### src/design/bpredPkg.sv
package bpredPkg;

  ////////////////////////////////////////
  // Sizes
  ////////////////////////////////////////

  // Address width of the pipeline
  localparam int xlen = 32;

  // Direction table indexed from PC bit 2 upward
  localparam int dirIndexBits = 8;
  localparam int dirEntries = 1 << dirIndexBits;

  // Target buffer uses the same indexing as the direction table
  localparam int btbIndexBits = 8;
  localparam int btbEntries = 1 << btbIndexBits;

  // Return stack
  localparam int rasDepth = 8;
  localparam int rasPtrBits = $clog2(rasDepth);

  ////////////////////////////////////////
  // Types
  ////////////////////////////////////////

  // Two-bit saturating counter
  // Upper bit gives the predicted direction
  typedef enum logic [1:0] {
    strongNotTaken = 2'd0,
    weakNotTaken   = 2'd1,
    weakTaken      = 2'd2,
    strongTaken    = 2'd3
  } ctrStateT;

  // One-hot class
  // All zero means not a control instruction
  typedef struct packed {
    logic ret;
    logic jumpReg;
    logic jump;
    logic branch;
  } instrClassT;

  // Resolved control flow reported by execute
  typedef struct packed {
    logic             pcSrc;
    instrClassT       instrClass;
    logic [xlen-1:0]  pc;
    logic [xlen-1:0]  target;
    logic [xlen-1:0]  link;
  } execInfoT;

  // One target buffer entry
  typedef struct packed {
    logic             valid;
    instrClassT       instrClass;
    logic [xlen-1:0]  target;
  } btbEntryT;

  // Prediction carried down the pipe with its instruction
  typedef struct packed {
    ctrStateT         ctr;
    instrClassT       instrClass;
  } predStageT;

endpackage
### src/design/dirPredictor.sv
`timescale 1ns/100ps

module dirPredictor (
  input  logic                      clk,
  input  logic                      rstN,
  input  logic                      stallF,
  input  logic [bpredPkg::xlen-1:0] lookupPc,
  output bpredPkg::ctrStateT        prediction,
  input  logic                      updateEn,
  input  logic [bpredPkg::xlen-1:0] updatePc,
  input  bpredPkg::ctrStateT        updateState
);

  import bpredPkg::*;

  // Counter array with one entry per index
  ctrStateT ctrTable [dirEntries];

  // Index sampled at the fetch edge
  logic [dirIndexBits-1:0] lookupIdx;
  // Index of the instruction in execute
  logic [dirIndexBits-1:0] updateIdx;

  ////////////////////////////////////////
  // Lookup
  ////////////////////////////////////////

  // Word aligned PCs leave bits 1:0 without information
  // Index holds while fetch is stalled
  always_ff @(posedge clk or negedge rstN) begin
    if (!rstN) begin
      lookupIdx <= '0;
    end else if (!stallF) begin
      lookupIdx <= lookupPc[dirIndexBits+1:2];
    end
  end

  // Counter shows during the fetch cycle
  assign prediction = ctrTable[lookupIdx];

  ////////////////////////////////////////
  // Update
  ////////////////////////////////////////

  assign updateIdx = updatePc[dirIndexBits+1:2];

  // Every counter starts weakly not taken
  // Write lands at the edge closing execute
  always_ff @(posedge clk or negedge rstN) begin
    if (!rstN) begin
      for (int i = 0; i < dirEntries; i++) begin
        ctrTable[i] <= weakNotTaken;
      end
    end else if (updateEn) begin
      ctrTable[updateIdx] <= updateState;
    end
  end

  // No bypass from a same-cycle update to the lookup
  // A trained counter is seen from the next sampled index on

endmodule

### config.mk
export PLATFORM = sky130hd
export DESIGN_NAME = dirPredictor
export DESIGN_NICKNAME = d
export VERILOG_FILES = /design/src/design/bpredPkg.sv /design/src/design/dirPredictor.sv
export SDC_FILE = /design/constraint.sdc
export NUM_CORES = 1
export LEC_CHECK = 0
export CAP_MARGIN = 10
export CORE_MARGIN = 10
export CORE_UTILIZATION = 30
export CTS_CLUSTER_SIZE = 16
export DETAILED_ROUTE_END_ITERATION = 10
export DONT_BUFFER_PORTS = 1
export PLACE_DENSITY_LB_ADDON = 0.3
export SLEW_MARGIN = 5
export SYNTH_ARGS = -nofsm -noshare
export SYNTH_HDL_FRONTEND = slang
export SYNTH_SLANG_ARGS = --single-unit
### constraint.sdc
create_clock -name clk -period 3.2 [get_ports clk]
set_clock_uncertainty 0.2 [all_clocks]
set_input_delay 0 -clock clk [delete_from_list [all_inputs] [get_ports clk]]
set_output_delay 0 -clock clk [all_outputs]
set_load 0.005 [all_outputs]
==> flow_summary.toml, run 1 <==
[placement]
dp_hpwl_mm = 42.0
place_congestion = 0.789
io_buffers = 0

[cts]
clock-sinks = 520
root_buffer = "clkbuf_16"
cts.path.max_buffers = 3
ctsHtreeMaxLevel = 2
cts_inserted_buffers = 56
cts-resized-gates = 52
cts_hold_buf = 616
cts_setup_buffers = 22

[floorplan]
die_h_microns = 311
num_io_pins = 72
rows = 106
die_x_microns = 311
initial_utilization = 0.303

[yosys]
synth-seq-cells = 520
netlist_area_sq_um = 25400
syn_inst = 1877
yosysMostFrequentCell = "mux2_2"
yosys-top-cells-count = "529 x mux2_2, 264 x dfrtp_1, 256 x dfstp_2"
synth_edf_count = 0
synth_nets = 1947
ys_top_cells_by_area = "dfstp_2 26%, dfrtp_1 26%, mux2_2 23%"
ys_async_sr_fraction = 1.00
yosysSeqAreaShare = 0.525
ys_types = 54
avgSynthCellArea_sq_um = 13.5
synth_top_area_cell = "dfstp_2"
yosysWarnings = 0
synth_top_area_frac = 0.265
synth_ff_type = "dfrtp_1"

[outcome]
status = "aborted with a tool error"
error = "[ERROR RSZ-0060] Max buffer count reached."
haltStage = "clock tree synthesis (4_1_cts)"
-- metrics by stage --
stage          worst slack, ns  TNS, ns  area (sq um)  utilization  instances
2_1_floorplan            0.915        0         25400            -       1877
3_3_place_gp           -0.0940  -0.0940         27000        0.322       2946
3_5_place_dp           -0.0963  -0.0963         27000        0.322       2946
-- cell families after synthesis --
logic type,count (synthesis),synth area share
muxes,717,0.352
DFF,520,0.525
and+or+nand+nor,374,0.0639
buffers and inverters,172,0.0323
AOI/OAI and AO/OA,94,0.0275
==> run 2, diff against run 1 <==
--- a/config.mk
+++ b/config.mk
@@ -7,11 +7,10 @@
 export LEC_CHECK = 0
 export CAP_MARGIN = 10
 export CORE_MARGIN = 10
-export CORE_UTILIZATION = 30
-export CTS_CLUSTER_SIZE = 16
+export CORE_UTILIZATION = 20
 export DETAILED_ROUTE_END_ITERATION = 10
 export DONT_BUFFER_PORTS = 1
-export PLACE_DENSITY_LB_ADDON = 0.3
+export PLACE_DENSITY_LB_ADDON = 0.15
 export SLEW_MARGIN = 5
 export SYNTH_ARGS = -nofsm -noshare
 export SYNTH_HDL_FRONTEND = slang
==> run 2 against run 1 <==
  * The flow now finishes, with violations (negative hold slack, max-slew violations, negative setup slack)
  * Synthesized area stayed put
  * Synthesized cell count unchanged
==> flow_summary.toml, run 2 <==
[routing]
wl_mm = 92.5
wl_per_cell_microns = 21.4
final_antenna_net_count = 0
drc = 0
drt_first_pass_iters = 5
num_vias = 18800
vias_per_cell = 4.35
drt_iter0_markers = 882

[timing]
rsz0062_at_grt = "true"
fin_crit_sh = 1.14
finalSetupViolations = 2
slew_headroom = -0.642
layout_setup_ws_ns = -0.438
drv_slew = 295
fin_crit_ns = 3.64
timing.fmax_mhz = 275
hold_ws_ns = -0.983
hold_viol = 435
tightest_slew_ns = 2.46

[cts]
cts_hold_buf = 691
cts_inserted_buffers = 68
root_buffer = "clkbuf_16"
path_clk_slew_ns = 0.06
cts.path.max_buffers = 3
cts_tree = "done"
clock-sinks = 520
ctsHtreeMaxLevel = 3
clk_latency_ns = 0.62

[final_layout]
largest_reg_flops = 512
drive_gt1_frac = 0.440
syn_to_final_growth_pct = 48.7
fin_nets = 2683
diodes = 0
fillCellCount = 12800
largest-register = "ctrTable"
final_cells = 4317
final_util = 0.300
layout_commonest_cell = "dlygate4sd3_1"
top_regs = "ctrTable: 512 flops, lookupIdx: 8 flops"
mostFrequentLayoutCells = "689 x dlygate4sd3_1, 529 x mux2_2, 259 x dfrtp_1"

[yosys]
synth_top_area_frac = 0.265
synth_ff_type = "dfrtp_1"
yosysMostFrequentCell = "mux2_2"
synth_nets = 1947
synth_fa_ha_area_frac = 0
ys_top_cells_by_area = "dfstp_2 26%, dfrtp_1 26%, mux2_2 23%"
yosys-top-cells-count = "529 x mux2_2, 264 x dfrtp_1, 256 x dfstp_2"
syn_inst = 1877
ys_async_sr_fraction = 1.00
avgSynthCellArea_sq_um = 13.5
synth_edf_count = 0
synth_top_family_by_area = "multiplexers"
synth-seq-cells = 520
synth_compound_area_frac = 0.0275
yosysWarnings = 0
ys_types = 54
netlist_area_sq_um = 25400
synthXorXnorAreaFrac = 0
synth_top_area_cell = "dfstp_2"
muxShareOfSynthArea = 0.352
yosys.area_share.simple = 0.0639
yosysSeqAreaShare = 0.525

[setup_path]
crit_type = "register to primary output"
crit_arrival_ns = 3.44
path_cells = "buf_12, buf_12, buf_4, mux4_2, mux4_2, and3_4, nor4_4, nor4_4, buf_4"
required_ns = 3.00
endpoint_kind = "primary output"
slowest_stage = "mux4_2"
timing.critical_path.fanout_max = 5
slowest_delay_ns = 0.54
startpoint_type = "register"

[placement]
dp_cells = 3470
place_congestion = 0.710
dp_hpwl_mm = 49.9
io_buffers = 0

[power]
power.density_nw_per_um2 = 465
p_int_mw = 13.2
sw_frac_of_total = 0.247
power_frac_clock = 0.448
ir_drop_uv = 284
pwr-share-comb = 0.141
p_leak_nw = 17.6
switching_power_mw = 4.34
pwr-share-seq = 0.411

[global_routing]
grt_pass1_wl_mm = 141
grt_pass1_vias = 21400
grt_max_degree = 521
antenna_found_initial = 3
grt.overflow.total = 0
grt_usage = 0.131

[outcome]
status = "finished with violations"
violations = "negative hold slack, max-slew violations, negative setup slack"

[run]
drv_cap = 0

[floorplan]
coreArea_sq_um = 126000
num_io_pins = 72
die_area_sq_um = 142000
die_h_microns = 376
initial_utilization = 0.202
rows = 130
die_x_microns = 376

[hold_path]
hold_path_class = "input pin to async pin"
==> run 2: power groups by stage <==
| stage | combinational (mW) | sequential (mW) | clock [mW] |
|---|---|---|---|
| finish | 2.48 | 7.22 | 7.88 |
| global route | 2.65 | 7.25 | 8.44 |
| CTS | 2.42 | 7.22 | 8.15 |
| detailed placement | 1.52 | 7.32 | 0 |
| global placement | 1.51 | 7.32 | 0 |
| floorplan | 1.06 | 7.22 | 0 |
==> run 2: repair_timing <==
action	CTS	global route
gates cloned	4	1
setup endpoints to repair	2	2
resized for setup	82	19
buffers inserted	25	6
endpoints found under the hold margin	1040	520
pin swaps	25	12
==> run 2: cells by family (layout without fill, tap and decap cells) <==
kind of cell | Yosys count | count (layout)
buf+inv | 172 | 962
simple gates | 374 | 374
flops | 520 | 520
compound gates | 94 | 94
mux | 717 | 717
==> run 2: final timing paths <==
check                                     end  depth (start not counted)  slack (ns)     startpoint
worst max-delay path            prediction[1]                          9       -0.44   lookupIdx[0]
worst min-delay path            ctrTable[171]                          0       -0.98           rstN
worst max register to register   lookupIdx[1]                          5        0.98   lookupIdx[1]
worst min register to register  ctrTable[143]                          2        0.83  ctrTable[143]
max in group asynchronous        lookupIdx[0]                          0        1.78           rstN
min in group clk                ctrTable[409]                          4        0.18       updateEn
==> run 2: layer usage <==
layer  part of all wire  vias to the layer above  track usage
met2               0.49                      269        0.222
met3              0.035                      125       0.0215
met4              0.024                        0       0.0378
li1                   -                     8321            -
met1               0.45                    10000        0.171
met5                  0                        -            0
==> run 2: critical path, delay by kind of cell, from the launching register on <==
kind	cells	cell delay [ns]
simple gates	3	0.73
buf+inv	4	0.59
mux	2	0.97
flops	1	0.50
==> run 2: per-stage QoR <==
stage	setup WS [ns]	hold WS (ns)	TNS, ns	total power, mW	cell area, sq um
2_1_floorplan	0.915	-0.496	0	8.28	25400
3_3_place_gp	-0.417	-0.384	-0.417	8.83	27700
3_5_place_dp	-0.312	-0.383	-0.312	8.84	27700
4_1_cts	-0.496	-1.06	-0.954	17.8	37600
5_1_grt	-0.494	-1.03	-0.970	18.3	37800
6_report	-0.438	-0.983	-0.793	17.6	37800
==> run 2: final cells by class <==
cell class	instances	area (sq um)	area share
clock buffer	108	2040	0.0541
clock inverter	16	235	0.00622
inverter	5	18.8	0.000497
multi-input combinational	1185	11600	0.308
sequential	520	13300	0.353
tap	1650	2060	0.0546
timing repair buffer	833	8460	0.224
Note: power is estimated with default switching activity, not from simulation.
