$ cat src/design/bpredPkg.sv
package bpredPkg;

  ////////////////////////////////////////
  // Sizes
  ////////////////////////////////////////

  // Address width of the pipeline
  localparam int xlen = 32;

  // Direction table indexed from PC bit 2 upward
  localparam int dirIndexBits = 8;
  localparam int dirEntries = 1 << dirIndexBits;

  // Target buffer uses the same indexing as the direction table
  localparam int btbIndexBits = 8;
  localparam int btbEntries = 1 << btbIndexBits;

  // Return stack
  localparam int rasDepth = 8;
  localparam int rasPtrBits = $clog2(rasDepth);

  ////////////////////////////////////////
  // Types
  ////////////////////////////////////////

  // Two-bit saturating counter
  // Upper bit gives the predicted direction
  typedef enum logic [1:0] {
    strongNotTaken = 2'd0,
    weakNotTaken   = 2'd1,
    weakTaken      = 2'd2,
    strongTaken    = 2'd3
  } ctrStateT;

  // One-hot class
  // All zero means not a control instruction
  typedef struct packed {
    logic ret;
    logic jumpReg;
    logic jump;
    logic branch;
  } instrClassT;

  // Resolved control flow reported by execute
  typedef struct packed {
    logic             pcSrc;
    instrClassT       instrClass;
    logic [xlen-1:0]  pc;
    logic [xlen-1:0]  target;
    logic [xlen-1:0]  link;
  } execInfoT;

  // One target buffer entry
  typedef struct packed {
    logic             valid;
    instrClassT       instrClass;
    logic [xlen-1:0]  target;
  } btbEntryT;

  // Prediction carried down the pipe with its instruction
  typedef struct packed {
    ctrStateT         ctr;
    instrClassT       instrClass;
  } predStageT;

endpackage
$ cat src/design/predCheck.sv
`timescale 1ns/100ps

module predCheck (
  input  bpredPkg::execInfoT        exec,
  input  logic [bpredPkg::xlen-1:0] pcD,
  input  bpredPkg::ctrStateT        predState,
  output logic                      predWrong,
  output bpredPkg::ctrStateT        nextState
);

  import bpredPkg::*;

  // Individual failure reasons
  logic dirWrong;
  logic targetWrong;
  logic fallThroughWrong;
  logic pcWrong;

  ////////////////////////////////////////
  // Misprediction
  ////////////////////////////////////////

  // Only conditional branches have a direction to get wrong
  assign dirWrong = exec.instrClass.branch & (predState[1] ^ exec.pcSrc);

  // pcD is what fetch actually went to next
  assign targetWrong      = pcD != exec.target;
  assign fallThroughWrong = pcD != exec.link;

  // Compare against the path really taken
  assign pcWrong = exec.pcSrc ? targetWrong : fallThroughWrong;

  // Non-control instructions never mispredict
  assign predWrong = (|exec.instrClass) & (dirWrong | pcWrong);

  ////////////////////////////////////////
  // Counter training
  ////////////////////////////////////////

  // Step one state toward the resolved direction
  // Saturates at both ends
  always_comb begin
    case (predState)
      strongNotTaken: begin
        nextState = exec.pcSrc ? weakNotTaken : strongNotTaken;
      end
      weakNotTaken: begin
        nextState = exec.pcSrc ? weakTaken : strongNotTaken;
      end
      weakTaken: begin
        nextState = exec.pcSrc ? strongTaken : weakNotTaken;
      end
      default: begin
        nextState = exec.pcSrc ? strongTaken : weakTaken;
      end
    endcase
  end

endmodule

$ cat config.mk
export PLATFORM = sky130hd
export DESIGN_NAME = predCheck
export DESIGN_NICKNAME = d
export VERILOG_FILES = /design/src/design/bpredPkg.sv /design/src/design/predCheck.sv
export SDC_FILE = /design/constraint.sdc
export NUM_CORES = 1
export LEC_CHECK = 0
export ABC_AREA = 1
export ABC_CLOCK_PERIOD_IN_PS = 1500
export BUFFER_PORTS_ARGS = -buffer_cell sky130_fd_sc_hd__buf_2
export CAP_MARGIN = 20
export CORE_MARGIN = 2
export CORE_UTILIZATION = 31
export DETAILED_ROUTE_END_ITERATION = 8
export PLACE_DENSITY = 0.86
export SLEW_MARGIN = 0
export SYNTH_ARGS = -nofsm -noshare
export SYNTH_HDL_FRONTEND = slang
export SYNTH_SLANG_ARGS = --single-unit
$ cat constraint.sdc
create_clock -name vclk -period 1.5
set_clock_uncertainty 0.2 [all_clocks]
set_input_delay 0.3 -clock vclk [all_inputs]
set_output_delay 0.3 -clock vclk [all_outputs]
set_load 0.02 [all_outputs]
[After elaboration in Yosys (flattened, before gate mapping)]
Cells that the tools add are included.
Word-level totals
  word-level logic and storage cells: 16
  register bits after elaboration: 0
  output and inout port bits: 3
Operators by class
  bitwise operators: 4
  equality and inequality tests: 4
  muxes and demuxes: 6
  reductions and logical operators: 2
Operators with widths (number)
  $ne 32x32->1: 2
  $pmux 2 s3: 1
  $mux 2: 2
  $reduce_or 4->1: 1
  $mux 1: 3
  $and 1x1->1: 2
  $eq 2x1->1 const B: 1
  $eq 2x2->1 const B: 1
  $logic_not 2->1: 1
  $or 1x1->1: 1
  $xor 1x1->1: 1

[Logic depth before layout (Yosys ltp)]
Gate-level depths: netlist of the first run.
  depth after elaboration: 4
  gate-level depth with buffers: 12

[Least setup slack after synthesis of the first run]
No wires, ideal clock.
  path type: input to output
  start: in exec[100] (netlist name)
  end: out predWrong
  stages on the path: 9
  setup slack: -0.278 ns
  arrival: 1.278 ns
  cells stage by stage: buf_6 > buf_4 > o21ai_0 > nand2_1 > nand3_1 > nor2_1 > nand3_1 > nor2_1 > nor2_1
On the way
  longest elaborated chain between the ends: 4
Ends and longest elaborated chain
  start, declared: RTL line predCheck.sv:4  | input bpredPkg::execInfoT exec,
  $xor 1x1->1: RTL line predCheck.sv:24  | assign dirWrong = exec.instrClass.branch & (predState[1] ^ exec.pcSrc);
  $and 1x1->1: RTL line predCheck.sv:24
  $or 1x1->1 *: RTL line predCheck.sv:34  | assign predWrong = (|exec.instrClass) & (dirWrong | pcWrong);
  $and 1x1->1 *: RTL line predCheck.sv:34
  end, declared: RTL line predCheck.sv:7  | output logic predWrong,
Every way passes the cells marked *; elsewhere a longest branch is shown, timed or not.

[Worst setup path in the final report of the first run]
Same ends and word-level chain as after synthesis.

==> out/results.txt, run 1 <==
status: complete, but fails checks
failing checks: negative setup slack
ranking of synthesized cells by area: nand2_1, inv_1, nand3_1, xnor2_1, nor2_1
P_leak: 1.22 nW
DR WL met3: 347 µm
Slew @ Worst Pin: 306 ps
Post-synth top cells: nand2_1, inv_1, nand3_1, nor2_1, xnor2_1
Yosys cell types: 18
global route total overflow: 0
final wirelength: 3610 µm
DR WL/cell: 8.96 µm
FFs & Latches: 0
Filler cells: 359
chip width: 63.1 µm
dpl cells: 400
Syn Std Cell Area: 1080 µm²
Hold Crit Class: in2out
total negative slack: -553 ps
Setup Viol. Count Final: 1
Synth area leader: nand2_1
antenna violations before repair: 0
vias in the first global route: 1,602
PortBufs: 106
CP Data Arrival Time: 1550 ps
crit-path max FO: 6
CP required: 1000 ps
first drt pass iteration count: 4
Min Hold Slack: 699 ps
register area: 0 µm²
syn_area_per_cell: 4.39 µm²
area of the multi-input gates: 921 µm²
first-pass GRT wire length: 5980 µm
drt initial violations: 16
most instantiated library cell after synthesis: nand2_1
sequential share of the synthesized area: 0%
Post-DP HPWL: 3110 µm
Slew HR: 79.4%
nets: 494
worst setup slack after layout: -553 ps
vias per cell: 4.33
Vias: 1,744
RSZ-0062 raised after global routing: yes
final worst path period share: 137%
area growth from synthesis to layout: 65.8%
warnings from Yosys: 0
maxcap violations: 0
GPL Wtd Cong: 0.803
share of the synthesized area in the top cell type: 50.2%
FMAX: 487 MHz
Synth Instances: 247
largest net degree at the start of global routing: 18
PwrDens: 265 nW/µm²
Max IR drop VDD: 0.0933 mV
row count: 21
endpoint class of the critical path: primary output
critical path startpoint category: primary input
Final Hold Viols: 0
drt drc: 0
CP Class: in2out
Tmin final: 2050 ps
die footprint: 3980 µm²
Placeable Area: 3340 µm²
Routed Antenna Nets: 0
syn_nets: 382
Post-CTS Hold Fix Bufs: 0
share of cells above drive strength 1: 36.7%
Total GRT Usage: 17.1%
CLK BUF: 0
Initial Util: 32.5%
Routed met2 length: 1790 µm
die height: 63.1 µm
DRT met1 WL: 1470 µm
Max Slew Vio Count: 0
antenna fix cells: 0
final cell count without fillers: 403
IO Count: 138
Top Layer Used: met3
logic make-up (layout without fill, tap and decap cells):
family	after synthesis	in the layout	share of synthesized area, %
AO/OA/AOI/OAI	4	4	2.08
XOR/XNOR	11	11	8.89
buffers and inverters	40	150	18.0
AND/OR/NAND/NOR	192	192	71.0
path summary, 6_finish.rpt:
path                  slack [ps]           end          from  cells past startpoint
worst max-delay path        -550     predWrong     exec[100]                     13
worst min-delay path         700  nextState[0]  predState[0]                      3
through the flow:
stage	cell area (µm²)	power, mW	setup WS [ps]	utilization [%]
4_1_cts	1730	0.460	-506	52.0
3_3_place_gp	1660	0.428	-566	49.8
6_report	1800	0.477	-553	53.8
2_1_floorplan	1090	0.253	-211	-
3_5_place_dp	1660	0.436	-591	49.8
5_1_grt	1800	0.546	-654	53.8
cells in the final DEF, fill, tap and decap left out:
master,n
inv_1,32
a21oi_1,2
buf_2,102
xnor2_1,9
o211ai_1,1
nand2_1,137
buf_6,5
nand3_1,21
buf_12,1
nand2_2,10
nor4_1,1
nand3b_1,4
o21ai_0,1
buf_8,2
xnor2_2,1
nor2_2,2
xor2_1,1
nor2_1,17
buf_4,6
clkbuf_16,1
inv_8,1
power breakdown:
group / leakage (nW) / internal (mW) / switching (mW) / total [mW]
logic: 1.22 / 0.248 / 0.229 / 0.477
registers: 0 / 0 / 0 / 0
clock network: 0 / 0 / 0 / 0
total: 1.22 / 0.248 / 0.229 / 0.477
area by class of cell:
cell class	count	area share, %
Inverter	33	7.31
Tap cell	46	3.20
Multi-Input combinational cell	207	51.3
Timing Repair Buffer	117	38.2
per-layer routing:
layer / up-vias / global-route usage [%]
li1: 956 / -
met1: 720 / 18.9
met2: 68 / 35.2
met3: 0 / 2.86
met4: 0 / 0
met5: - / 0
what timing repair did:
action                     in CTS  in global routing
buffers inserted                0                  2
setup endpoints to repair       3                  3
pin swaps                       8                 12
gates resized for setup        22                  7
cloned                          0                  1
worst max-delay path, stage by stage:
cell and delay [ps]:
buf_12 100, inv_8 40, buf_8 120, buf_4 140, nand2_1 60, nand2_1 60, xnor2_1 180, nand2_1 70
nor2_1 90, nand3_1 80, nor2_1 130, nor2_2 50, buf_6 140
No activity file was read; power rests on OpenSTA's default activity.
==> inputs of run 2 (changes only) <==
--- a/config.mk
+++ b/config.mk
@@ -6,13 +6,14 @@
 export NUM_CORES = 1
 export LEC_CHECK = 0
 export ABC_AREA = 1
-export ABC_CLOCK_PERIOD_IN_PS = 1500
+export ABC_CLOCK_PERIOD_IN_PS = 2100
 export BUFFER_PORTS_ARGS = -buffer_cell sky130_fd_sc_hd__buf_2
 export CAP_MARGIN = 20
 export CORE_MARGIN = 2
 export CORE_UTILIZATION = 31
 export DETAILED_ROUTE_END_ITERATION = 8
-export PLACE_DENSITY = 0.86
+export PLACE_DENSITY = 0.82
+export RECOVER_POWER = 25
 export SLEW_MARGIN = 0
 export SYNTH_ARGS = -nofsm -noshare
 export SYNTH_HDL_FRONTEND = slang
==> constraint.sdc (replaced) <==
create_clock -name vclk -period 2.1
set_clock_uncertainty 0.2 [all_clocks]
set_input_delay 0.42 -clock vclk [all_inputs]
set_output_delay 0.42 -clock vclk [all_outputs]
set_load 0.02 [all_outputs]
==> run 2 against run 1 <==
The flow still finishes with violations (negative setup slack); die area unchanged; critical path depth is 1 lower; critical path type unchanged; count of clock-buffer cells in the layout unchanged.
==> out/results.txt, run 2 (synthesis gave the netlist of run 1 again) <==
status: complete, but fails checks
failing checks: negative setup slack
final wirelength: 3690 µm (+2.4%)
Total GRT Usage: 17.4% (+0.34 points)
share of cells above drive strength 1: 36.5% (-0.18 points)
DP Area: 1670 µm² (+0.45%)
CP Class: in2out
commonest non-fill, non-tap cell in the layout: nand2_1
final cell count without fillers: 402 (-0.25%)
die height: 63.1 µm (unchanged)
IO Count: 138 (unchanged)
Slew @ Worst Pin: 246 ps (-59.8 ps)
crit-path max FO: 7 (+1)
die footprint: 3980 µm² (unchanged)
Placeable Area: 3340 µm² (unchanged)
WP buf/inv: 4 (-1)
CP required: 1480 ps (+480 ps)
Setup Viol. Count Final: 1 (unchanged)
first-pass GRT wire length: 5860 µm (-2.0%)
Vias: 1,751 (+0.40%)
cell chain of the critical path: buf_12 > inv_16 > clkbuf_16 > nand2_1 > nand2_1 > xnor2_1 > nand2_1 > nor2_1 > nand3_1 > nor2_1 > nor2_1 > buf_4
row count: 21 (unchanged)
PwrDens: 190 nW/µm² (-28%)
first drt pass iteration count: 4 (unchanged)
crit path from: exec[100]
worst setup path endpoint: predWrong
total negative slack: -149 ps (+403 ps)
maxcap violations: 0 (unchanged)
final worst path period share: 107%
largest net degree at the start of global routing: 23 (+5)
Hold Crit Class: in2out
P_leak: 1.23 nW (+1.1%)
global route total overflow: 0 (unchanged)
CLK BUF: 0 (unchanged)
vias per cell: 4.36 (+0.65%)
Final Cell Area: 1850 µm² (+2.8%)
# Post-CTS Setup Buffers: 0 (unchanged)
worst setup slack after layout: -149 ps (+403 ps)
antenna fix cells: 0 (unchanged)
most frequent cells in the layout: nand2_1, buf_2, inv_1
RSZ-0062 raised after global routing: yes
Crit path depth: 12 (-1)
critical path startpoint category: primary input
register area: 0 µm² (unchanged)
Final Hold Viols: 0 (unchanged)
Max Slew Vio Count: 0 (unchanged)
FFs & Latches: 0 (unchanged)
dpl cells: 398 (-0.50%)
GPL Wtd Cong: 0.781 (-2.7%)
DR WL/cell: 9.19 µm (+2.6%)
Initial Util: 32.5% (unchanged)
FMAX: 445 MHz
antenna violations before repair: 0 (unchanged)
Routed Antenna Nets: 0 (unchanged)
Pwr Total: 0.352 mW (-26%)
endpoint class of the critical path: primary output
cell family with most CP delay: simple AND/OR/NAND/NOR gates
CP Data Arrival Time: 1630 ps (+80 ps)
PortBufs: 106 (unchanged)
drt initial violations: 53 (+37)
nets: 493 (-0.20%)
Tmin final: 2250 ps
chip width: 63.1 µm (unchanged)
Slew HR: 83.7% (+4.2 points)
Hold Path Origin: predState[0]
CP max stage delay: 160 ps (-20 ps)
Slowest cell on crit path: buf_4
Post-DP HPWL: 2920 µm (-6.0%)
Max IR drop VDD: 0.0746 mV (-20%)
area growth from synthesis to layout: 70.4%
drt drc: 0 (unchanged)
vias in the first global route: 1,500 (-6.4%)
-- run 2: cell types whose count changed in the layout (fill, tap and decap cells not counted), sizes merged --
cell    change
buf         -2
clkbuf      +1
-- run 2: timing repair --
item | CTS | global route
gates cloned | 3 | 1
pin swaps | 10 | 10
endpoints found under the setup margin | 1 | 1
resized for setup | 18 | 12
hold buffers | 0 | 0
-- run 2: worst min-delay path by stage --
stage	end	slack (ps)	cells after the start
6_report	nextState[0]	930	3
5_1_grt	nextState[0]	940	3
4_1_cts	nextState[0]	930	3
3_5_place_dp	nextState[0]	920	3
3_3_place_gp	nextState[0]	930	3
2_1_floorplan	nextState[0]	770	1
-- run 2: area by class of cell --
cell class / count / area [µm²]
fill: 369 / 1490
tap: 46 / 57.6
multi-input combinational: 207 / 926
inverter: 33 / 140
timing repair buffer: 116 / 723
-- run 2: metal layers --
| metal | vias to the layer above | track usage (%) | routed length, µm |
|---|---|---|---|
| met4 | 0 | 1.94 | 21 |
| met3 | 2 | 1.25 | 262 |
| met5 | - | 0 | 0 |
| met2 | 68 | 35.8 | 1940 |
| li1 | 960 | - | - |
| met1 | 721 | 19.6 | 1470 |
-- run 2: report_power, final --
group	switching, mW	internal, mW	total (mW)	leakage (nW)
Combinational	0.167	0.185	0.352	1.23
Sequential	0	0	0	0
Clock	0	0	0	0
-- run 2: metrics by stage --
step | utilization (%) | setup slack (ps) | hold slack [ps]
2_1_floorplan | - | 82.3 | 773
3_5_place_dp | 50.1 | -314 | 925
5_1_grt | 55.3 | -266 | 942
4_1_cts | 53.5 | -181 | 927
6_report | 55.3 | -149 | 927
3_3_place_gp | 50.1 | -279 | 926
==> inputs of run 3 (changes only) <==
--- a/config.mk
+++ b/config.mk
@@ -13,7 +13,7 @@
 export CORE_UTILIZATION = 31
 export DETAILED_ROUTE_END_ITERATION = 8
 export PLACE_DENSITY = 0.82
-export RECOVER_POWER = 25
+export RECOVER_POWER = 100
 export SLEW_MARGIN = 0
 export SYNTH_ARGS = -nofsm -noshare
 export SYNTH_HDL_FRONTEND = slang
==> run 3 against run 2 <==
Die area stayed put; largest power group unchanged; critical path type unchanged; wire length hardly changed; flip-flop and latch count stayed put; the run still ends with negative setup slack left; core utilization hardly changed; total power hardly changed; sequential share of layout area stayed put; critical path depth stayed put.
==> out/results.txt, run 3 (synthesis gave the netlist of run 1 again) <==
Post-CTS Hold Fix Bufs: 0 (unchanged)
total negative slack: -150 ps (-0.480 ps)
row count: 21 (unchanged)
WP buf/inv: 4 (unchanged)
PortBufs: 106 (unchanged)
CP max stage delay: 160 ps (about the same)
drt drc: 0 (unchanged)
first drt pass iteration count: 4 (unchanged)
final wirelength: 3700 µm (about the same)
cell family with most CP delay: simple AND/OR/NAND/NOR gates
Final Cell Area: 1850 µm² (about the same)
nets: 493 (unchanged)
failing checks: negative setup slack
register area: 0 µm² (unchanged)
Post-DP HPWL: 2920 µm (unchanged)
Vias: 1,754 (+0.17%)
critical path startpoint category: primary input
CP Class: in2out
IO Count: 138 (unchanged)
Setup Viol. Count Final: 1 (unchanged)
share of cells above drive strength 1: 36.2% (-0.28 points)
DR WL/cell: 9.19 µm (about the same)
Pwr Total: 0.351 mW (about the same)
most frequent cells in the layout: nand2_1, buf_2, inv_1
PwrDens: 190 nW/µm² (about the same)
Slew @ Worst Pin: 250 ps (+4.16 ps)
FFs & Latches: 0 (unchanged)
largest net degree at the start of global routing: 23 (unchanged)
final worst path period share: 107% (about the same)
chip width: 63.1 µm (unchanged)
vias per cell: 4.36 (+0.17%)
Initial Util: 32.5% (unchanged)
Final Hold Viols: 0 (unchanged)
Max Slew Vio Count: 0 (unchanged)
CP Data Arrival Time: 1630 ps (about the same)
vias in the first global route: 1,500 (unchanged)
GPL Wtd Cong: 0.781 (unchanged)
P_leak: 1.23 nW (-0.23%)
crit-path max FO: 7 (unchanged)
die footprint: 3980 µm² (unchanged)
commonest non-fill, non-tap cell in the layout: nand2_1
Hold Crit Class: in2out
Slew HR: 83.4% (-0.28 points)
DP Area: 1670 µm² (unchanged)
Slowest cell on crit path: buf_4
worst setup slack after layout: -150 ps (-0.480 ps)
cell chain of the critical path: buf_12 > inv_16 > clkbuf_16 > nand2_1 > nand2_1 > xnor2_1 > nand2_1 > nor2_1 > nand3_1 > nor2_1 > nor2_1 > buf_4
antenna fix cells: 0 (unchanged)
drt initial violations: 53 (unchanged)
pre-CTS WS: -314 ps (unchanged)
endpoint class of the critical path: primary output
die height: 63.1 µm (unchanged)
global route total overflow: 0 (unchanged)
CP required: 1480 ps (about the same)
Routed Antenna Nets: 0 (unchanged)
first-pass GRT wire length: 5860 µm (unchanged)
CLK BUF: 0 (unchanged)
antenna violations before repair: 0 (unchanged)
Max IR drop VDD: 0.0746 mV (about the same)
Filler cells: 370 (+0.27%)
Tmin final: 2250 ps (+0.480 ps)
area growth from synthesis to layout: 70.3% (about the same)
RSZ-0062 raised after global routing: yes
FMAX: 445 MHz (about the same)
status: complete, but fails checks
Placeable Area: 3340 µm² (unchanged)
maxcap violations: 0 (unchanged)
Total GRT Usage: 17.4% (unchanged)
## run 3: cell types whose count changed in the layout (fill, tap and decap cells not counted)
cell / before / now
buf_2: 103 / 102
clkbuf_1: 1 / 2
## run 3: routing by layer
metal | up-vias | track usage [%] | wire length [µm]
met3 | 2 | 1.25 | 261
li1 | 960 | - | -
met1 | 726 | 19.6 | 1480
met4 | 0 | 1.94 | 21
met2 | 66 | 35.8 | 1940
met5 | - | 0 | 0
## run 3: layout make-up
| class | instances | area (µm²) | share of cell area, % |
|---|---|---|---|
| multi-input combinational | 207 | 926 | 50.2 |
| timing repair buffer | 116 | 722 | 39.1 |
| inverter | 33 | 140 | 7.59 |
| tap | 46 | 57.6 | 3.12 |
## run 3: power by group
part           switching (mW)  leakage (nW)  internal [mW]
clock                       0             0              0
combinational           0.167          1.23          0.184
sequential                  0             0              0
total                   0.167          1.23          0.184
## run 3: what timing repair did
item,in CTS,in global routing
endpoints found under the setup margin,1,1
resized for setup,18,12
pin swaps,10,10
buffers inserted,0,0
gates cloned,3,1
## run 3: tightest hold or removal path: cells and delay by family
family                 cells  cell delay (ps)
AO/OA/AOI/OAI              1               50
buffers and inverters      2              240
## run 3: final timing paths
path                startpoint            to  slack (ps)  cells past startpoint
setup / recovery     exec[100]     predWrong        -150                     12
hold / removal    predState[0]  nextState[0]         940                      3
## run 3: metrics by stage
step                utilization [%]  cells  hold WS, ps
floorplan                         -    247          773
global route                   55.3    402          957
finish                         55.3    402          938
CTS                            53.5    401          927
detailed placement             50.1    398          925
global placement               50.1    398          926
