**src/design/bpredPkg.sv**
```systemverilog
package bpredPkg;

  ////////////////////////////////////////
  // Sizes
  ////////////////////////////////////////

  // Address width of the pipeline
  localparam int xlen = 32;

  // Direction table indexed from PC bit 2 upward
  localparam int dirIndexBits = 8;
  localparam int dirEntries = 1 << dirIndexBits;

  // Target buffer uses the same indexing as the direction table
  localparam int btbIndexBits = 8;
  localparam int btbEntries = 1 << btbIndexBits;

  // Return stack
  localparam int rasDepth = 8;
  localparam int rasPtrBits = $clog2(rasDepth);

  ////////////////////////////////////////
  // Types
  ////////////////////////////////////////

  // Two-bit saturating counter
  // Upper bit gives the predicted direction
  typedef enum logic [1:0] {
    strongNotTaken = 2'd0,
    weakNotTaken   = 2'd1,
    weakTaken      = 2'd2,
    strongTaken    = 2'd3
  } ctrStateT;

  // One-hot class
  // All zero means not a control instruction
  typedef struct packed {
    logic ret;
    logic jumpReg;
    logic jump;
    logic branch;
  } instrClassT;

  // Resolved control flow reported by execute
  typedef struct packed {
    logic             pcSrc;
    instrClassT       instrClass;
    logic [xlen-1:0]  pc;
    logic [xlen-1:0]  target;
    logic [xlen-1:0]  link;
  } execInfoT;

  // One target buffer entry
  typedef struct packed {
    logic             valid;
    instrClassT       instrClass;
    logic [xlen-1:0]  target;
  } btbEntryT;

  // Prediction carried down the pipe with its instruction
  typedef struct packed {
    ctrStateT         ctr;
    instrClassT       instrClass;
  } predStageT;

endpackage
```
**src/design/rasPredictor.sv**
```systemverilog
`timescale 1ns/100ps

module rasPredictor (
  input  logic                      clk,
  input  logic                      rstN,
  input  logic                      pop,
  output logic [bpredPkg::xlen-1:0] popPc,
  input  logic                      push,
  input  logic [bpredPkg::xlen-1:0] pushPc
);

  import bpredPkg::*;

  // Return addresses
  logic [xlen-1:0] stack [rasDepth];

  // Top of stack and its two neighbours
  logic [rasPtrBits-1:0] top;
  logic [rasPtrBits-1:0] topInc;
  logic [rasPtrBits-1:0] topDec;

  ////////////////////////////////////////
  // Pointer
  ////////////////////////////////////////

  // Pointer wraps modulo depth
  // Oldest entry gets overwritten
  assign topInc = (top == rasPtrBits'(rasDepth - 1)) ? '0 : top + 1'b1;
  assign topDec = (top == '0) ? rasPtrBits'(rasDepth - 1) : top - 1'b1;

  ////////////////////////////////////////
  // Push and pop
  ////////////////////////////////////////

  // Empty stack reads zero
  always_ff @(posedge clk or negedge rstN) begin
    if (!rstN) begin
      top <= '0;
      for (int i = 0; i < rasDepth; i++) begin
        stack[i] <= '0;
      end
    end else begin
      case ({push, pop})
        // Call from execute
        2'b10: begin
          top         <= topInc;
          stack[topInc] <= pushPc;
        end
        // Return seen in fetch
        2'b01: begin
          top <= topDec;
        end
        // Pop consumed the old top and push takes its slot
        2'b11: begin
          stack[top] <= pushPc;
        end
        default: begin
        end
      endcase
    end
  end

  // Current top is always visible to fetch
  assign popPc = stack[top];

endmodule

```
**config.mk**
```make
export PLATFORM = sky130hd
export DESIGN_NAME = rasPredictor
export DESIGN_NICKNAME = d
export VERILOG_FILES = /design/src/design/bpredPkg.sv /design/src/design/rasPredictor.sv
export SDC_FILE = /design/constraint.sdc
export NUM_CORES = 1
export LEC_CHECK = 0
export BUFFER_PORTS_ARGS = -buffer_cell sky130_fd_sc_hd__buf_4
export CAP_MARGIN = 20
export CORE_MARGIN = 2
export CORE_UTILIZATION = 42
export DETAILED_ROUTE_END_ITERATION = 16
export PLACE_DENSITY = 0.69
export REMOVE_ABC_BUFFERS = 1
export SLEW_MARGIN = 40
export SYNTH_ARGS = -nofsm -noshare
export SYNTH_HDL_FRONTEND = slang
export SYNTH_SLANG_ARGS = --single-unit
```
**constraint.sdc**
```tcl
create_clock -name clk -period 3.8 [get_ports clk]
set_input_delay 0.38 -clock clk [delete_from_list [all_inputs] [get_ports clk]]
set_output_delay 0.38 -clock clk [all_outputs]
set_load 0.01 [all_outputs]
```
== Yosys cells after proc, flatten, opt, wreduce, memory -nomap -nowiden ==
Cells that the tools add are included.
Word-level totals
  register bits after elaboration: 259
  latch bits: 0
  RAM bits: 0
  memory bits (read-only): 0
  bits of input ports: 36
  output and inout port bits: 32
  word-level logic and storage cells: 39
  memories kept: 0
Cells by class
  add/subtract/negate cells: 2
  multipliers: 0
  divide/modulo/power cells: 0
  order comparisons: 4
  equal/unequal tests: 4
  shifts and indexed selects: 0
  muxes and demuxes: 13
  bitwise logic cells: 2
  reduce and logical (&&, ||, !) cells: 5
Operators with widths (count)
  256-bit bitwise mux: 2
  256-bit one-hot mux with 2 select lines: 1
  32-bit demux with 3-bit select: 2
  32-bit two-way mux: 4
  32-bit binary-select mux with 3-bit select: 1
  4-bit greater-or-equal comparator (second input constant): 2
  4-bit by 1-bit < comparator with 1-bit output (second input constant): 2
  3-bit NOT with 4-bit output: 2
  3-bit two-way mux: 2
  3-bit one-hot mux with 2 select lines: 1
  2-bit equality test (second input constant): 2
  2-bit nonzero test: 2
  3-bit by 1-bit adder with 3-bit output (second input constant): 1
  3-bit equality test (second input constant): 1
  3-bit zero test: 1
  3-bit by 1-bit subtractor with 3-bit output (second input constant): 1
  2-bit by 1-bit equality test with 1-bit output (second input constant): 1
  1-bit logical AND: 2

== Longest topological paths before layout ==
Gate-level depths: netlist (run 1).
  word-level depth: 9
  gate-level depth with buffers: 10
  depth with buffers taken out: 6

== Least setup slack after synthesis (run 1) ==
OpenSTA, ideal clock, no wires.
  path kind: flip-flop to flip-flop
  start point: register top[1]
  end point: register stack[226] in the netlist's numbering
  arrival: 2.719 ns
  required time: 3.675 ns
  slack: 0.956 ns
  stages on the path, launching flop included: 11
  buffers on the path: 4
  clock period less this slack: 2.844 ns
  cells stage by stage: dfrtp_1 > clkbuf_1 > clkbuf_1 > inv_1 > clkbuf_1 > ha_1 > nor2b_1 > o21ai_0 > o32ai_1 > buf_2 > mux2_2
Between the ends
  longest elaborated chain between the ends: 9
  elaborated cells between the ends (all ways): 18
  those cells by class: 1 x add/sub; 4 x order compare; 1 x eq/ne; 8 x mux; 2 x bitwise; 2 x reduce/logical
RTL lines
  start: declaration: RTL line rasPredictor.sv:18  | logic [rasPtrBits-1:0] top;
  start signal: assignment: RTL line rasPredictor.sv:46  | top <= topInc;
  start signal: assignment: RTL line rasPredictor.sv:51  | top <= topDec;
  3-bit by 1-bit adder with 3-bit output or 3-bit equality test (tied branches): RTL line rasPredictor.sv:28  | assign topInc = (top == rasPtrBits'(rasDepth - 1)) ? '0 : top + 1'b1;
  3-bit two-way mux: RTL line rasPredictor.sv:28
  3-bit NOT with 4-bit output (not written as such): RTL line rasPredictor.sv:47  | stack[topInc] <= pushPc;
  4-bit greater-or-equal comparator (not written as such) or 4-bit by 1-bit < comparator with 1-bit output (tied branches): RTL line rasPredictor.sv:47
  1-bit logical AND (not written as such): RTL line rasPredictor.sv:47
  32-bit two-way mux (not written as such): RTL line rasPredictor.sv:47
  32-bit demux with 3-bit select: RTL line rasPredictor.sv:47
  256-bit bitwise mux: RTL line rasPredictor.sv:47
  256-bit one-hot mux with 2 select lines *: RTL line rasPredictor.sv:43  | case ({push, pop})
  end signal: indexed assignment: RTL line rasPredictor.sv:47
  end signal: indexed assignment: RTL line rasPredictor.sv:55  | stack[top] <= pushPc;
  end: declaration: RTL line rasPredictor.sv:15  | logic [xlen-1:0] stack [rasDepth];
Mark *: on every way between the ends. The rest lies on a longest branch, timed or not.
A chain may end at the register's enable or synchronous reset.

== Worst setup path after layout (run 1) ==
  start point: register top[0]
  end point: output port popPc[0] in the netlist's numbering
Between the ends
  longest elaborated chain between the ends: 4
RTL lines
  3-bit NOT with 4-bit output (not written as such): RTL line rasPredictor.sv:64  | assign popPc = stack[top];
  32-bit binary-select mux with 3-bit select: RTL line rasPredictor.sv:64
  32-bit two-way mux (not written as such) (2 in a row): RTL line rasPredictor.sv:64
  end: declaration: RTL line rasPredictor.sv:7  | output logic [bpredPkg::xlen-1:0] popPc,
No other way between the ends. The select of a mux whose other input is x is not followed.

==> results.sh, run 1 <==
export IMPL_synth_area_um2=11800
export IMPL_dpl_cell_count=1167
export IMPL_grt_pass1_wl_um=39600
export IMPL_setup_viol_count_final=0
export IMPL_instances_no_fill=1213
export IMPL_path_max_fanout=31
export IMPL_hpwl_um=15000
export IMPL_slew_limit_headroom=0.498
export IMPL_die_y_um=172
export IMPL_drtAntennaViolNets=0
export IMPL_hold_viol=0
export IMPL_p_total_mw=12.8
export IMPL_drc=0
export IMPL_cts_root_buf="clkbuf_16"
export IMPL_ys_ff_latch=259
export IMPL_layout_drive_gt1_share=0.547
export IMPL_critPathRequiredTime_ns=3.42
export IMPL_status="finished, final reports clean"
export IMPL_grt_max_degree=69
export IMPL_fp_dieW_um=172
export IMPL_numClockSinks=259
export IMPL_portBuffers=67
export IMPL_cp_arrival_ns=2.75
export IMPL_insertion_delay_ns=0.53
export IMPL_tightest_slew_ns=0.753
export IMPL_holdWs_ns=0.142
export IMPL_finalSetupTns_ns=0
export IMPL_die_area_um2=29500
export IMPL_ys_types=32
export IMPL_wirelength_um=24400
export IMPL_vias=6598
export IMPL_seqCellArea_um2=6490
export IMPL_post_cts_buffers=0
export IMPL_cts_htree_levels=1
export IMPL_cts_tree="built"
export IMPL_drv_cap=0
export IMPL_p_per_area_nw_per_um2=939
export IMPL_avgRoutedWirePerCell_um=20.1
export IMPL_path_class="register to output port"
export IMPL_overflow=0
export IMPL_drtIter0Drc=362
export IMPL_rows=61
export IMPL_cts_made_buffers=27
export IMPL_finalMaxSlewViolations=0
export IMPL_finalCritPeriodShare=0.823
export IMPL_ys_seq_area_frac=0.548
export IMPL_max_freq_mhz=320
export IMPL_grt_usage=0.171
export IMPL_antenna_cells=0
export IMPL_synth_top_cell_by_area="dfrtp_1"
export IMPL_drtPass1Iterations=4
export IMPL_place_ws_ns=0.994
export IMPL_fillers=2399
export IMPL_viasPerCell=5.44
export IMPL_grt_pass1_vias=7007
export IMPL_cts_clk_slew_worst_paths_ns=0.06
export IMPL_p_leak_nw=5.81
export IMPL_fin_skew_ns=0.0206
export IMPL_setup_slack_ns=0.671
export IMPL_antenna_found_initial=0
export IMPL_syn_inst=751
export IMPL_gp_congestion=0.751
export IMPL_yosys_top_cells_area="dfrtp_1, mux2_2, mux4_2"
export IMPL_grt_setup_unrepaired="no"
export IMPL_period_needed_ns=3.13
export IMPL_cp_start_kind="register"
export IMPL_start_util=0.425
export IMPL_ys_warn_count=0
export IMPL_core_area_um2=27800
export IMPL_synthToLayoutAreaGrowth_pct=15.8
export IMPL_boundaryPins=68
export IMPL_multi_input_area_um2=5140
export IMPL_nets=863
export IMPL_synth_top_area_share=0.548
export IMPL_syn_avg_cell_area_um2=15.7
export IMPL_hold_path_class="primary input to register"
export IMPL_clockBufferDepth=3
export IMPL_endpoint_kind="output port"
export IMPL_ir_drop_uv=491
-- logic make-up after synthesis --
family / Yosys count / share of synthesized area
simple gates: 39 / 0.0159
buf+inv: 56 / 0.0224
compound gates: 49 / 0.0363
fa+ha+maj: 8 / 0.00847
flops: 259 / 0.548
mux: 340 / 0.369
-- per-layer routing --
metal,vias to the layer above,track usage,share of wire
met5,-,0,0
met4,0,0.0376,0.016
met3,28,0.0262,0.034
met2,97,0.275,0.47
met1,3522,0.247,0.48
li1,2951,-,-
-- flip-flops by register name, summed over array words and instances (netlist names) --
register  cells
stack       256
top           3
-- power breakdown --
group	internal, mW	switching [mW]
Clock	1.46	1.03
Sequential	4.16	0.656
Combinational	3.19	2.35
Total	8.81	4.03
-- worst max-delay path: stages, from the launching register on --
cell	delay, ns
dfrtp_4	0.43
buf_4	0.44
nor2b_1	0.63
a22oi_1	0.21
o221ai_1	0.32
buf_4	0.18
-- cell type report --
type | count | share of cell area
flip-flops and latches | 259 | 0.474
well taps | 378 | 0.0346
clock buffers | 39 | 0.0563
inverters | 8 | 0.00219
repair buffers | 87 | 0.0532
multi-input cells | 436 | 0.375
clock inverters | 6 | 0.00430
-- repair_timing --
| action | in CTS | in global routing |
|---|---|---|
| hold buffers | 1 | 0 |
| endpoints found under the hold margin | 48 | 0 |
| resized for setup | 0 | 0 |
-- stage by stage --
| stage | utilization | instance area [um2] |
|---|---|---|
| 2_1_floorplan | - | 11600 |
| 3_3_place_gp | 0.461 | 12800 |
| 3_5_place_dp | 0.462 | 12800 |
| 4_1_cts | 0.493 | 13700 |
| 5_1_grt | 0.493 | 13700 |
| 6_report | 0.493 | 13700 |
-- placed cells by master (no fill, tap or decap), drive strengths merged, types with 2 or more instances in the layout --
master and count:
o22ai 2, nor3 2, a31oi 5, nand2 19, nand2b 2, o21ai 4, o221ai 7, mux2 282
mux4 48, nor2 6, a22o 7, clkinv 4, clkbuf 39, a22oi 14, dfrtp 259, nor2b 6
mux2i 10, inv 9, o22a 3, o32ai 4, ha 8, buf 86
-- synth_stat cells, drive strengths merged --
master and number:
nand2 19, ha 8, a31oi 5, buf 35, and2 1, mux2 282
o221ai 7, nor2b 6, o22a 3, a211oi 1, o22ai 2, nand4 1
o31ai 1, o32ai 4, or4b 1, nor2 6, clkbuf 13, nor3b 1
mux4 48, inv 8, a22oi 14, mux2i 10, a22o 7, nand2b 2
nor3 2, a21oi 1, o21ai 4, dfrtp 259
-- path summary, 6_finish.rpt --
path,startpoint,endpoint,slack [ns],depth (start not counted)
worst max-delay path,top[0],popPc[0],0.67,5
worst min-delay path,pushPc[9],stack[9],0.14,2
worst max register to register,top[0],stack[93],0.97,6
worst min register to register,stack[103],stack[103],0.49,1
max in group asynchronous,rstN,stack[68],2.37,4
min in group asynchronous,rstN,stack[163],0.36,2
Power figures use the tool's default switching activity.
==> run 2, diff against run 1 <==
- ABC_AREA: unset -> 1
- PLACE_DENSITY: 0.69 -> 0.7
- clock period: 3.8 -> 2.6 ns (I/O delays scaled with it)
==> run 2 against run 1 <==
Compared with the run above:
- first-iteration DRC count rose to 4.0 times the previous value
- wire length up 80%
- synthesized cell count up 150%
- total power increased by 52%
- utilization is 0.056 points higher
- synthesized area rose by 14%
==> results.sh, run 2 <==
export IMPL_status="finished, final reports clean"
export IMPL_drtAntennaViolNets=0
export IMPL_wirelength_um=43800
export IMPL_grt_setup_unrepaired="no"
export IMPL_synth_most_common_cell="nand2_1"
export IMPL_p_per_area_nw_per_um2=1260
export IMPL_antenna_found_initial=2
export IMPL_crit_top_cell="nand2_1"
export IMPL_ys_seq_area_frac=0.482
export IMPL_finalCritPeriodShare=0.945
export IMPL_max_freq_mhz=407
export IMPL_insertion_delay_ns=0.56
export IMPL_synth_area_um2=13400
export IMPL_cp_depth=9
export IMPL_die_y_um=183
export IMPL_grt_util_met3=0.0459
export IMPL_syn_avg_cell_area_um2=7.27
export IMPL_fillers=3043
export IMPL_largest_reg_flops=256
export IMPL_cts_made_buffers=29
export IMPL_grt_most_used_layer="met2"
export IMPL_vias=13100
export IMPL_syn_inst=1848
export IMPL_drtPass1Iterations=5
export IMPL_portBuffers=67
export IMPL_finalSetupTns_ns=0
export IMPL_endpoint_kind="output port"
export IMPL_drtIter0Drc=1430
export IMPL_hold_path_class="primary input to register"
export IMPL_reg2reg_depth=8
export IMPL_async_reset_ff_frac=1.00
export IMPL_holdWs_ns=0.118
export IMPL_top_register="stack"
export IMPL_path_class="register to output port"
export IMPL_grt_usage=0.262
export IMPL_synth_flop_cell="dfrtp_1"
export IMPL_p_leak_nw=8.55
export IMPL_layout_drive_gt1_share=0.105
export IMPL_clockBufferDepth=3
export IMPL_slowest_delay_ns=0.53
export IMPL_rows=65
export IMPL_grt_pass1_vias=12600
export IMPL_numClockSinks=259
export IMPL_synth_top_cell_by_area="dfrtp_1"
export IMPL_use_met2=0.418
export IMPL_cts_root_buf="clkbuf_16"
export IMPL_synthTopCellsByCount="nand2_1, dfrtp_1, nand3_1, nand4_1, buf_2"
export IMPL_largestRegisters="stack x256, top x3"
export IMPL_hpwl_um=25200
export IMPL_slew_limit_headroom=0.575
export IMPL_gp_congestion=0.881
export IMPL_drv_cap=0
export IMPL_setup_viol_count_final=0
export IMPL_crit_family="buffers and inverters"
export IMPL_post_cts_buffers=0
export IMPL_use_met1=0.361
export IMPL_ys_warn_count=0
export IMPL_tightest_slew_ns=0.638
export IMPL_drc=0
export IMPL_synthToLayoutAreaGrowth_pct=15.8
export IMPL_cts_tree="built"
export IMPL_viasPerCell=5.72
export IMPL_finalMaxSlewViolations=0
export IMPL_nets=1910
export IMPL_die_area_um2=33400
export IMPL_grt_max_degree=77
export IMPL_yosys_top_cells_area="dfrtp_1, nand2_1, nand3_1"
export IMPL_hold_viol=0
export IMPL_final_common_cell="nand2_1"
export IMPL_avgRoutedWirePerCell_um=19.1
export IMPL_ir_drop_uv=790
export IMPL_boundaryPins=68
export IMPL_period_needed_ns=2.46
export IMPL_core_area_um2=31600
export IMPL_ys_types=21
export IMPL_cp_arrival_ns=2.20
export IMPL_ys_ff_latch=259
export IMPL_path_max_fanout=22
export IMPL_grt_pass1_wl_um=69800
export IMPL_path_buf_inv=3
export IMPL_min_path_cells=3
export IMPL_cts_clk_slew_worst_paths_ns=0.06
export IMPL_cp_cell_sequence="inv_6, buf_6, nand2_1, nand2_1, nand2_1, nand2_1, nand2_1, nand2_1, buf_4"
export IMPL_fin_skew_ns=0.0166
export IMPL_synth_top_area_share=0.482
export IMPL_overflow=0
export IMPL_fp_dieW_um=183
export IMPL_critPathRequiredTime_ns=2.34
export IMPL_slowest_stage="dfrtp_4"
export IMPL_cp_start_kind="register"
export IMPL_final_cell_mix="nand2_1, nand3_1, dfrtp_1"
export IMPL_synth_edf_count=0
export IMPL_start_util=0.426
export IMPL_cts_htree_levels=1
-- run 2: cell types whose count changed in the layout (fill, tap and decap cells not counted), moves of 30 or more --
cell / change
nand2_1: +935
mux2_2: -273
nand3_1: +258
nand4_1: +127
mux4_2: -48
buf_4: +32
dlygate4sd3_1: +32
nor2_1: +30
-- run 2: path summary, 6_finish.rpt --
path                       slack (ns)         end  startpoint
setup / recovery                 0.14   popPc[19]      top[0]
hold reg to reg                  0.50   stack[74]   stack[74]
max in group asynchronous        1.42  stack[138]        rstN
hold / removal                   0.12      top[2]        push
setup reg to reg                 0.44  stack[193]      top[0]
min in group asynchronous        0.28   stack[63]        rstN
-- run 2: repair_timing --
| item | 4_1_cts | 5_1_grt |
|---|---|---|
| endpoints found under the setup margin | 18 | 22 |
| endpoints found under the hold margin | 316 | 0 |
| hold buffers | 33 | 0 |
| resized for setup | 2 | 8 |
| gates cloned | 0 | 1 |
-- run 2: layer usage --
layer,routed length [um],part of all wire
met1,18200,0.41
met2,20000,0.46
met3,4060,0.093
met4,1610,0.037
met5,0,0
-- run 2: cells by family after synthesis --
group,synth area share
flops,0.482
compound gates,0.00335
simple gates,0.440
buf+inv,0.0669
fa+ha+maj,0.00745
-- run 2: area by class of cell --
cell class | count | area (um2) | share of cell area
diodes | 2 | 5.00 | 0.000322
clock buffers | 41 | 861 | 0.0553
clock inverters | 11 | 109 | 0.00699
inverters | 10 | 48.8 | 0.00314
multi-input cells | 1405 | 6060 | 0.389
flip-flops and latches | 259 | 6490 | 0.417
well taps | 402 | 503 | 0.0323
repair buffers | 161 | 1490 | 0.0954
-- run 2: where the power goes --
group | leakage (nW) | internal (mW) | switching [mW]
logic | 4.78 | 3.06 | 5.47
clock network | 0.490 | 2.48 | 1.71
registers | 3.28 | 5.82 | 1.03
-- run 2: tightest hold or removal path, cell delays in order --
cell and delay, ns:
buf_4 0.09, ha_1 0.17, a22oi_1 0.10
-- run 2: per-stage QoR --
step / cell area [um2] / setup slack (ns) / utilization / std cells / power [mW]
finish: 15600 / 0.143 / 0.493 / 2291 / 19.6
global route: 15600 / 0.0412 / 0.493 / 2291 / 20.9
CTS: 15500 / 0.0250 / 0.491 / 2288 / 19.4
detailed placement: 14200 / 0.459 / 0.450 / 2203 / 15.1
global placement: 14200 / 0.495 / 0.450 / 2203 / 14.9
floorplan: 12600 / -3.06 / - / 1674 / 11.7
==> run 3, diff against run 2 <==
==> constraint.sdc (replaced) <==
create_clock -name clk -period 2.6 [get_ports clk]
set_input_delay 0.26 -clock clk [delete_from_list [all_inputs] [get_ports clk]]
set_output_delay 0.26 -clock clk [all_outputs]
set_load 0.1 [all_outputs]
==> run 3 against run 2 <==
Compared with the run above:
- utilization grew 0.48 points
- largest power group unchanged
- total power grew 18%
- cell count shrank 0.22%
==> results.sh, run 3 (synthesized netlist as in run 2, its figures left out) <==
export IMPL_rows=65
export IMPL_final_util=0.498
export IMPL_synthToLayoutAreaGrowth_pct=16.9
export IMPL_drtIter0Drc=1322
export IMPL_grt_pass1_wl_um=69300
export IMPL_slowest_delay_ns=0.52
export IMPL_p_leak_nw=8.60
export IMPL_insertion_delay_ns=0.56
export IMPL_numClockSinks=259
export IMPL_grt_setup_unrepaired="yes"
export IMPL_final_cell_mix="nand2_1, nand3_1, dfrtp_1"
export IMPL_gp_congestion=0.879
export IMPL_p_per_area_nw_per_um2=1480
export IMPL_critPathRequiredTime_ns=2.34
export IMPL_use_met2=0.422
export IMPL_wirelength_um=43900
export IMPL_cts_htree_levels=1
export IMPL_fp_dieW_um=183
export IMPL_cp_arrival_ns=2.30
export IMPL_core_area_um2=31600
export IMPL_p_total_mw=23.2
export IMPL_avgRoutedWirePerCell_um=19.2
export IMPL_antenna_cells=0
export IMPL_layout_drive_gt1_share=0.104
export IMPL_antenna_found_initial=0
export IMPL_ir_drop_uv=1160
export IMPL_fin_skew_ns=0.00600
export IMPL_drtPass1Iterations=5
export IMPL_hpwl_um=24300
export IMPL_viasPerCell=5.68
export IMPL_setup_slack_ns=0.0392
export IMPL_endpoint_kind="output port"
export IMPL_grt_util_met3=0.0375
export IMPL_grt_max_degree=89
export IMPL_top_register="stack"
export IMPL_cts_tree="built"
export IMPL_largest_reg_flops=256
export IMPL_path_class="register to output port"
export IMPL_cp_start_kind="register"
export IMPL_hold_path_class="primary input to register"
export IMPL_tightest_slew_ns=0.732
export IMPL_start_util=0.426
export IMPL_grt_usage=0.261
export IMPL_setup_viol_count_final=0
export IMPL_status="finished, final reports clean"
export IMPL_crit_top_cell="nand2_1"
export IMPL_portBuffers=67
export IMPL_slew_limit_headroom=0.512
export IMPL_finalCritPeriodShare=0.985
export IMPL_cts_root_buf="clkbuf_16"
export IMPL_use_met1=0.360
export IMPL_drtAntennaViolNets=0
export IMPL_nets=1911
export IMPL_slowest_stage="dfrtp_4"
export IMPL_grt_most_used_layer="met2"
export IMPL_cts_clk_slew_worst_paths_ns=0.06
export IMPL_grt_pass1_vias=12600
export IMPL_drc=0
export IMPL_largestRegisters="stack x256, top x3"
export IMPL_vias=13000
export IMPL_max_freq_mhz=391
export IMPL_hold_viol=0
export IMPL_final_common_cell="nand2_1"
export IMPL_period_needed_ns=2.56
export IMPL_drv_cap=0
export IMPL_cts_made_buffers=29
export IMPL_cp_cell_sequence="inv_4, buf_16, nand2_1, nand2_1, nand2_1, nand2_1, nand2_1, nand2_1, buf_4"
export IMPL_clockBufferDepth=3
export IMPL_place_ws_ns=0.345
export IMPL_die_y_um=183
export IMPL_finalMaxSlewViolations=0
export IMPL_overflow=0
export IMPL_die_area_um2=33400
export IMPL_path_max_fanout=32
export IMPL_boundaryPins=68
export IMPL_holdWs_ns=0.121
[run 3: cell types whose count changed in the layout (fill, tap and decap cells not counted), moves of 3 or more]
cell | previous run | this run
buf_4 | 111 | 94
buf_6 | 3 | 14
clkinv_2 | 9 | 5
buf_16 | 1 | 4
[run 3: repair_timing]
item / CTS / global route
hold endpoints to repair: 334 / 0
gates cloned: 1 / 3
buffers inserted: 0 / 0
setup endpoints to repair: 6 / 29
resized for setup: 5 / 18
hold buffers: 33 / 0
[run 3: area by class of cell]
cell class,count,area (um2)
fillers,3007,15800
flip-flops and latches,259,6490
multi-input cells,1405,6060
repair buffers,162,1660
clock buffers,40,847
well taps,402,503
clock inverters,8,105
inverters,10,47.5
[run 3: path summary, 6_finish.rpt]
kind | start | to | slack, ns | cells after the start
hold reg to reg | stack[48] | stack[48] | 0.51 | 2
hold / removal | push | top[2] | 0.12 | 3
max in group asynchronous | rstN | stack[125] | 1.41 | 3
setup / recovery | top[0] | popPc[13] | 0.04 | 9
setup reg to reg | top[0] | stack[237] | 0.31 | 8
min in group asynchronous | rstN | stack[159] | 0.31 | 2
[run 3: metrics by stage]
step,std cells,cell area [um2],setup TNS [ns]
after global placement,2201,14200,0
after detailed placement,2201,14200,0
after CTS,2283,15600,0
final,2286,15700,0
after global routing,2286,15700,-0.00233
after floorplan,1674,12600,-814.90
[run 3: critical path: cells and delay by family (launching register included)]
family / cells / cell delay (ns)
simple gates: 6 / 0.48
flops: 1 / 0.52
buf+inv: 3 / 0.71
[run 3: power breakdown]
| group | switching [mW] | internal, mW | leakage [nW] |
|---|---|---|---|
| sequential | 1.04 | 5.82 | 3.28 |
| combinational | 8.82 | 3.39 | 4.85 |
| clock | 1.67 | 2.45 | 0.476 |
[run 3: metal layers]
layer	share of wire	vias to the layer above
met5	0	-
met4	0.031	0
met2	0.46	669
li1	-	5995
met1	0.42	6218
met3	0.086	95
